### config.mk
export PLATFORM = sky130hd
export DESIGN_NAME = rom_loader_top
export DESIGN_NICKNAME = d
export VERILOG_FILES = /design/src/rom_load_pkg.sv /design/src/rom_loader_top.sv /design/src/scr_addr_counter.sv /design/src/rewrite_seq_fsm.sv /design/src/scr_tile_regroup.sv /design/src/rom_region_decode.sv /design/src/rom_header_regs.sv
export SDC_FILE = /design/constraint.sdc
export NUM_CORES = 1
export LEC_CHECK = 0
export CORE_AREA = 8 8 139 141
export CTS_CLUSTER_SIZE = 8
export DETAILED_ROUTE_END_ITERATION = 10
export DIE_AREA = 0 0 147 149
export DONT_BUFFER_PORTS = 1
export PLACE_DENSITY = 0.82
export SLEW_MARGIN = 20
export SYNTH_ARGS = -nofsm -noshare
export SYNTH_HDL_FRONTEND = slang
export SYNTH_SLANG_ARGS = --single-unit
### constraint.sdc
create_clock -name clk -period 8.6 [get_ports clk]
set_clock_uncertainty 0.2 [all_clocks]
set_input_delay 1.72 -clock clk [delete_from_list [all_inputs] [get_ports clk]]
set_output_delay 1.72 -clock clk [all_outputs]
set_load 0.005 [all_outputs]
### src/rom_load_pkg.sv
// ROM loader definitions
`default_nettype none

package rom_load_pkg;

    localparam int addr_w       = 22;
    localparam int header_len   = 32; // bytes ahead of the bulk data.
    localparam int starts_first = 8;  // first header byte of the region starts.
    localparam int starts_last  = 15; // last header byte of the region starts.

    localparam logic [addr_w-1:0] cpu_base  = 22'h000000; // SDRAM word bases.
    localparam logic [addr_w-1:0] snd_base  = 22'h008000;
    localparam logic [addr_w-1:0] char_base = 22'h00c000;
    localparam logic [addr_w-1:0] scr_base  = 22'h010000;
    localparam logic [addr_w-1:0] obj_base  = 22'h020000;

    typedef enum logic [2:0] {
        rgn_cpu,
        rgn_snd,
        rgn_char,
        rgn_scr,
        rgn_obj
    } region_e;

    // region starts in 256-byte pages, counted from the end of the header.
    typedef struct packed {
        logic [15:0] snd_start;
        logic [15:0] char_start;
        logic [15:0] scr_start;
        logic [15:0] obj_start;
    } region_pages_t;

    typedef union packed {
        logic [7:0][7:0] bytes; // header bytes as they were shifted in.
        region_pages_t   pages; // the same word seen as four page starts.
    } region_starts_u;

    typedef struct packed {
        logic [addr_w-1:0] addr; // word address.
        logic [7:0]        data;
        logic [1:0]        mask; // active low, one bit per byte lane.
    } prog_req_t;

    typedef logic [1:0] rewrite_step_t;

endpackage

`default_nettype wire
### src/rom_loader_top.sv
// ROM loader top level
`default_nettype none

module rom_loader_top (
    input  logic                            clk,
    input  logic                            rst,
    input  logic                            downloading,
    input  logic [rom_load_pkg::addr_w-1:0] ioctl_addr,
    input  logic [7:0]                      ioctl_data,
    input  logic                            ioctl_wr,
    input  logic                            sdram_ack,
    output rom_load_pkg::prog_req_t         prog,
    output logic                            prog_we,
    output logic [7:0]                      game_cfg
);

    import rom_load_pkg::*;

    logic              accept;
    logic              in_header;
    logic              is_scr;
    logic              group_full;
    logic              sel_scr;
    logic              cnt_load;
    logic              cnt_advance;
    region_starts_u    starts;
    region_e           region;
    rewrite_step_t     step;
    prog_req_t         direct_req;
    prog_req_t         scr_req;
    logic [7:0]        scr_byte;
    logic [1:0]        scr_mask;
    logic [addr_w-1:0] scr_addr;

    assign accept = ioctl_wr && downloading;
    assign is_scr = !in_header && (region == rgn_scr);

    rom_header_regs u_header (
        .clk, .rst, .accept, .ioctl_addr, .ioctl_data, .game_cfg, .starts
    );

    rom_region_decode u_decode (
        .ioctl_addr, .ioctl_data, .starts, .in_header, .region, .direct_req
    );

    scr_tile_regroup u_regroup (
        .clk, .rst, .accept, .is_scr, .ioctl_addr(ioctl_addr[1:0]), .ioctl_data,
        .step, .group_full, .scr_byte, .scr_mask
    );

    rewrite_seq_fsm u_fsm (
        .clk, .rst, .downloading, .accept, .in_header, .region, .group_full,
        .sdram_ack, .prog_we, .sel_scr, .step, .cnt_load, .cnt_advance
    );

    scr_addr_counter u_scr_cnt (
        .clk, .rst, .load(cnt_load), .advance(cnt_advance), .scr_addr
    );

    always_comb begin
        scr_req.addr = scr_addr;
        scr_req.data = scr_byte;
        scr_req.mask = scr_mask;
    end

    // the request is captured on the edge that raises prog_we and then held.
    always_ff @(posedge clk) begin
        if (!prog_we) begin
            prog <= sel_scr ? scr_req : direct_req;
        end
    end

endmodule

`default_nettype wire

### src/scr_addr_counter.sv
// Scroll address counter
`default_nettype none

module scr_addr_counter (
    input  logic                            clk,
    input  logic                            rst,
    input  logic                            load,
    input  logic                            advance,
    output logic [rom_load_pkg::addr_w-1:0] scr_addr
);

    import rom_load_pkg::*;

    always_ff @(posedge clk) begin
        if (rst) begin
            scr_addr <= scr_base;
        end else if (load) begin
            scr_addr <= scr_base; // scroll data restarts at the region base.
        end else if (advance) begin
            scr_addr <= scr_addr + 1'b1; // one word per pair of rewrites.
        end
    end

endmodule

`default_nettype wire

### src/rewrite_seq_fsm.sv
// Write sequencer FSM
`default_nettype none

module rewrite_seq_fsm (
    input  logic                        clk,
    input  logic                        rst,
    input  logic                        downloading,
    input  logic                        accept,
    input  logic                        in_header,
    input  rom_load_pkg::region_e       region,
    input  logic                        group_full,
    input  logic                        sdram_ack,
    output logic                        prog_we,
    output logic                        sel_scr,
    output rom_load_pkg::rewrite_step_t step,
    output logic                        cnt_load,
    output logic                        cnt_advance
);

    import rom_load_pkg::*;

    typedef enum logic [2:0] {
        st_idle,
        st_direct,
        st_scr_pend,
        st_scr_write,
        st_scr_wait
    } state_e;

    state_e state;
    logic   we_q;
    logic   direct_byte;
    logic   other_byte;

    assign direct_byte = accept && !in_header && (region != rgn_scr);
    assign other_byte  = accept && (in_header || (region != rgn_scr));
    assign sel_scr     = (state == st_scr_pend) || (state == st_scr_write)
                      || (state == st_scr_wait);
    assign prog_we     = we_q && downloading; // the end of the download drops it at once.

    always_ff @(posedge clk) begin
        if (rst) begin
            state       <= st_idle;
            we_q        <= 1'b0;
            step        <= '0;
            cnt_load    <= 1'b0;
            cnt_advance <= 1'b0;
        end else begin
            cnt_load    <= 1'b0;
            cnt_advance <= 1'b0;
            if (!downloading) begin
                state <= st_idle; // an unfinished write is abandoned.
                we_q  <= 1'b0;
                step  <= '0;
            end else begin
                case (state)
                    st_idle: begin
                        cnt_load <= other_byte;
                        if (group_full) begin
                            state <= st_scr_pend;
                        end else if (direct_byte) begin
                            we_q  <= 1'b1;
                            state <= st_direct;
                        end
                    end
                    st_direct: begin
                        if (sdram_ack) begin
                            we_q  <= 1'b0;
                            state <= st_idle;
                        end
                    end
                    st_scr_pend: begin
                        if (!accept) begin
                            we_q  <= 1'b1; // host bytes keep priority on the bus.
                            state <= st_scr_write;
                        end
                    end
                    st_scr_write: begin
                        if (sdram_ack) begin
                            we_q        <= 1'b0;
                            cnt_advance <= step[0];
                            step        <= step + 2'd1;
                            state       <= st_scr_wait;
                        end
                    end
                    st_scr_wait: begin
                        // step wraps to 0 after the fourth rewrite.
                        state <= (step == 2'd0) ? st_idle : st_scr_pend;
                    end
                    default: begin
                        state <= st_idle;
                    end
                endcase
            end
        end
    end

endmodule

`default_nettype wire

### src/scr_tile_regroup.sv
// Scroll tile nibble regroup
`default_nettype none

module scr_tile_regroup (
    input  logic                        clk,
    input  logic                        rst,
    input  logic                        accept,
    input  logic                        is_scr,
    input  logic [1:0]                  ioctl_addr,
    input  logic [7:0]                  ioctl_data,
    input  rom_load_pkg::rewrite_step_t step,
    output logic                        group_full,
    output logic [7:0]                  scr_byte,
    output logic [1:0]                  scr_mask
);

    logic [3:0][7:0] shift_q; // byte 0 is the oldest of the last four.

    always_ff @(posedge clk) begin
        if (accept) begin
            shift_q <= {ioctl_data, shift_q[3:1]};
        end
    end

    // the group closes on the byte at the top of a 4-byte block.
    always_ff @(posedge clk) begin
        if (rst) begin
            group_full <= 1'b0;
        end else begin
            group_full <= accept && is_scr && (ioctl_addr == 2'd3);
        end
    end

    // steps 0 and 1 take high nibbles, odd steps pair bytes 3 and 2.
    always_comb begin
        case (step)
            2'd0: begin
                scr_byte = {shift_q[1][7:4], shift_q[0][7:4]};
            end
            2'd1: begin
                scr_byte = {shift_q[3][7:4], shift_q[2][7:4]};
            end
            2'd2: begin
                scr_byte = {shift_q[1][3:0], shift_q[0][3:0]};
            end
            default: begin
                scr_byte = {shift_q[3][3:0], shift_q[2][3:0]};
            end
        endcase
    end

    assign scr_mask = step[0] ? 2'b01 : 2'b10; // even steps write the low lane.

endmodule

`default_nettype wire

### src/rom_region_decode.sv
// ROM region decoder
`default_nettype none

module rom_region_decode (
    input  logic [rom_load_pkg::addr_w-1:0] ioctl_addr,
    input  logic [7:0]                      ioctl_data,
    input  rom_load_pkg::region_starts_u    starts,
    output logic                            in_header,
    output rom_load_pkg::region_e           region,
    output rom_load_pkg::prog_req_t         direct_req
);

    import rom_load_pkg::*;

    function automatic logic [addr_w-1:0] page_to_addr(input logic [15:0] page);
        page_to_addr = addr_w'({page, 8'h00});
    endfunction

    region_pages_t     pg;
    logic [addr_w-1:0] bulk_addr;
    logic [15:0]       page;
    logic [addr_w-1:0] offset;
    logic [addr_w-1:0] base;
    logic              swap_lane;

    assign pg        = starts.pages;
    assign bulk_addr = ioctl_addr - addr_w'(header_len); // header bytes are not stored.
    assign page      = 16'(bulk_addr[addr_w-1:8]);
    assign in_header = ioctl_addr < addr_w'(header_len);

    always_comb begin
        if (page >= pg.obj_start) begin
            region = rgn_obj;
        end else if (page >= pg.scr_start) begin
            region = rgn_scr;
        end else if (page >= pg.char_start) begin
            region = rgn_char;
        end else if (page >= pg.snd_start) begin
            region = rgn_snd;
        end else begin
            region = rgn_cpu;
        end
    end

    always_comb begin
        case (region)
            rgn_snd: begin
                offset = bulk_addr - page_to_addr(pg.snd_start);
                base   = snd_base;
            end
            rgn_char: begin
                offset = bulk_addr - page_to_addr(pg.char_start);
                base   = char_base;
            end
            rgn_obj: begin
                offset = bulk_addr - page_to_addr(pg.obj_start);
                base   = obj_base;
            end
            default: begin
                offset = bulk_addr; // cpu data keeps its bulk position.
                base   = cpu_base;
            end
        endcase
    end

    // the cpu and sound buses read their bytes in the opposite lane order.
    assign swap_lane = (region == rgn_cpu) || (region == rgn_snd);

    always_comb begin
        direct_req.addr = {1'b0, offset[addr_w-1:1]} + base;
        direct_req.data = ioctl_data;
        direct_req.mask = (bulk_addr[0] ^ swap_lane) ? 2'b10 : 2'b01;
    end

endmodule

`default_nettype wire

### src/rom_header_regs.sv
// ROM header registers
`default_nettype none

module rom_header_regs (
    input  logic                             clk,
    input  logic                             rst,
    input  logic                             accept,
    input  logic [rom_load_pkg::addr_w-1:0]  ioctl_addr,
    input  logic [7:0]                       ioctl_data,
    output logic [7:0]                       game_cfg,
    output rom_load_pkg::region_starts_u     starts
);

    import rom_load_pkg::*;

    logic is_cfg;
    logic is_start;

    assign is_cfg   = accept && (ioctl_addr == '0);
    assign is_start = accept && (ioctl_addr >= addr_w'(starts_first))
                             && (ioctl_addr <= addr_w'(starts_last));

    always_ff @(posedge clk) begin
        if (rst) begin
            game_cfg <= 8'h00;
        end else if (is_cfg) begin
            game_cfg <= ioctl_data; // header byte 0 selects the game variant.
        end
    end

    // the first start byte travels up to the most significant position.
    always_ff @(posedge clk) begin
        if (rst) begin
            starts <= '0;
        end else if (is_start) begin
            starts.bytes <= {starts.bytes[6:0], ioctl_data};
        end
    end

endmodule

`default_nettype wire

==> metrics <==
commonest cells after routing, fill and taps aside nand2_1 (206), a21oi_1 (124), nor2_1 (103), dfxtp_1 (103), ha_1 (78); Tcrit/Tclk final 93.08%; Antenna Violating Nets Remaining 0; routed len/inst 18.52 um; Tightest Pin Transition 862.7 ps; clk slew on worst S/H paths 60 ps; Peak supply drop 0.1413 mV; CP startpoint kind primary input; number of global-route vias before repair 7041; TritonCTS clock tree built; Yosys reg bits 167; first-pass GRT wire length 37.29 mm; Pwr Density 176.3 mW/mm^2; most common cell after layout, fill and taps aside nand2_1; initial antenna violation count 0; highest cell delay on the worst timing path 570 ps; worst endpoint data arrival time 7980 ps; total CTS buffers 17; vias per cell 5.812; H-tree levels 4; pin count of the biggest net entering global routing 75; Slew Limit Fails 0; area leader, netlist dfxtp_1; Post-Syn Nets 1172; Max-slew headroom 41.68%; Post-synth ARST share 0%; ys flop type dfxtp_1; Die W 147 um; worst-path maximum fanout 8; drt initial violations 654; Setup Viol. Count Final 0; grt total ovfl 0; worst hold slack 245.2 ps; io pins 76; post-synthesis sequential area ratio 43.06%; Worst-Skew Late Latency 440 ps; Final Hold Fails 0; clk root buf clkbuf_16; Post-synth EDFFs 64; detailed-router iteration count before antenna repair 7; Critical-path top delay cell xnor2_1; max-cap viol count 0; worst hold-check path type reg -> reg; multi-input logic area 0.004858 sq mm; Remaining DRCs 0; total track usage 21.60%; die height 149 um; Starting Density 54.24%; core area 0.01706 sq mm; final setup margin 595.4 ps; Mapped Area 0.009251 sq mm; leakage 3.595 nW; YS warnings 0; CP required 8570 ps; postcts setup bufs 0; Post-Route WL 23.96 mm; I/O Buffers 0; CP endpoint kind register; # fillers 1471; # rows 48; Setup WS pre-CTS 106.2 ps; CTS resizes 0; share of layout cells above drive strength 1 7.203%; n_diodes 0; synth unique cells 74; Setup TNS 0 ps; register area 0.003984 sq mm; final RePlAce weighted congestion 1.005; Clock Sinks 167; Avg Cell Area, Syn 8.752 sq um; area growth from synthesis to final layout 9.210%; total die area 0.02190 sq mm; RSZ-0062 raised after global routing false; top post-synthesis cells by area dfxtp_1 (22%), edfxtp_1 (21%), ha_1 (11%); Post-Syn Instances 1057; Max Buffers Root-to-Sink 2; Vias 7521; Post-DP HPWL 17.59 mm; Achievable Freq 0.1249 GHz; kind of critical path in -> reg; Hold Buf Count CTS 0; final period demand of the worst path 8005 ps; Final Net Count 1171; outcome finished, final reports clean; area share of the leading cell type in the synthesized netlist 22.29%
metrics by stage:
stage	cell area [sq um]	power, W	cells	utilization, %
after floorplan	9251	0.001008	1057	-
after global placement	9522	0.001052	1262	55.82
after detailed placement	9522	0.001057	1262	55.82
after CTS	10100	0.001793	1294	59.19
after global routing	10100	0.001842	1294	59.24
final	10100	0.001782	1294	59.24
cells by family after synthesis:
| kind of cell | synth area share, % |
|---|---|
| flip-flops | 43.06 |
| AND/OR/NAND/NOR | 18.93 |
| buffers and inverters | 4.666 |
| XOR/XNOR | 4.355 |
| multiplexers | 2.461 |
| adder cells (fa/ha/maj) | 10.98 |
| AO/OA/AOI/OAI | 15.54 |
worst max-delay path: cells and delay by family:
kind                     cells  cell delay, ps
XOR/XNOR                     3             850
buffers and inverters        3             140
multiplexers                 2             270
AND/OR/NAND/NOR              7            1570
AO/OA/AOI/OAI                9            1940
adder cells (fa/ha/maj)      5            1460
synth_stat cells (all sizes together) (14+ instances only):
library cell,instances
nand2,209
a21oi,124
nor2,104
dfxtp,103
ha,78
inv,68
edfxtp,64
o21ai,47
clkbuf,26
xor2,25
nand3,24
xnor2,21
mux2i,19
buf,14
nor3,14
path summary, 6_finish.rpt:
check | startpoint | end | slack [ps] | cells after the start
hold reg to reg | u_regroup.shift_q[24] | u_regroup.shift_q[16] | 250 | 0
hold / removal | u_regroup.shift_q[24] | u_regroup.shift_q[16] | 250 | 0
setup / recovery | ioctl_addr[5] | prog[30] | 600 | 29
setup reg to reg | u_header.starts[16] | prog[30] | 2750 | 24
per-layer routing:
layer | track usage [%] | part of all wire [%] | up-vias
met5 | 0 | 0 | -
met4 | 10.15 | 3.6 | 0
met3 | 5.583 | 7.0 | 55
met2 | 34.98 | 47 | 296
met1 | 26.61 | 43 | 3508
li1 | - | - | 3662
registers in the layout, indices dropped and copies added (netlist names):
name and count:
u_header.starts 64, u_header.game_cfg 8, u_fsm.state 3, u_fsm.cnt_advance 1, u_fsm.we_q 1, u_fsm.cnt_load 1, u_regroup.group_full 1, u_scr_cnt.scr_addr 22
prog 32, u_fsm.step 2, u_regroup.shift_q 32
report_power, final:
part | leakage, nW | switching [W] | total, W | internal (W)
registers | 1.47 | 0.0000160 | 0.000871 | 0.000855
logic | 1.84 | 0.000101 | 0.000170 | 0.0000686
clock network | 0.282 | 0.000338 | 0.000741 | 0.000403
total | 3.60 | 0.000455 | 0.00178 | 0.00133
area by class of cell:
type | instances | area share, %
tap | 225 | 2.786
clock buffer | 20 | 4.632
timing repair buffer | 20 | 1.486
sequential | 167 | 39.43
inverter | 68 | 2.526
multi-input combinational | 782 | 48.09
clock inverter | 12 | 1.053
(Power assumes the default switching activity.)
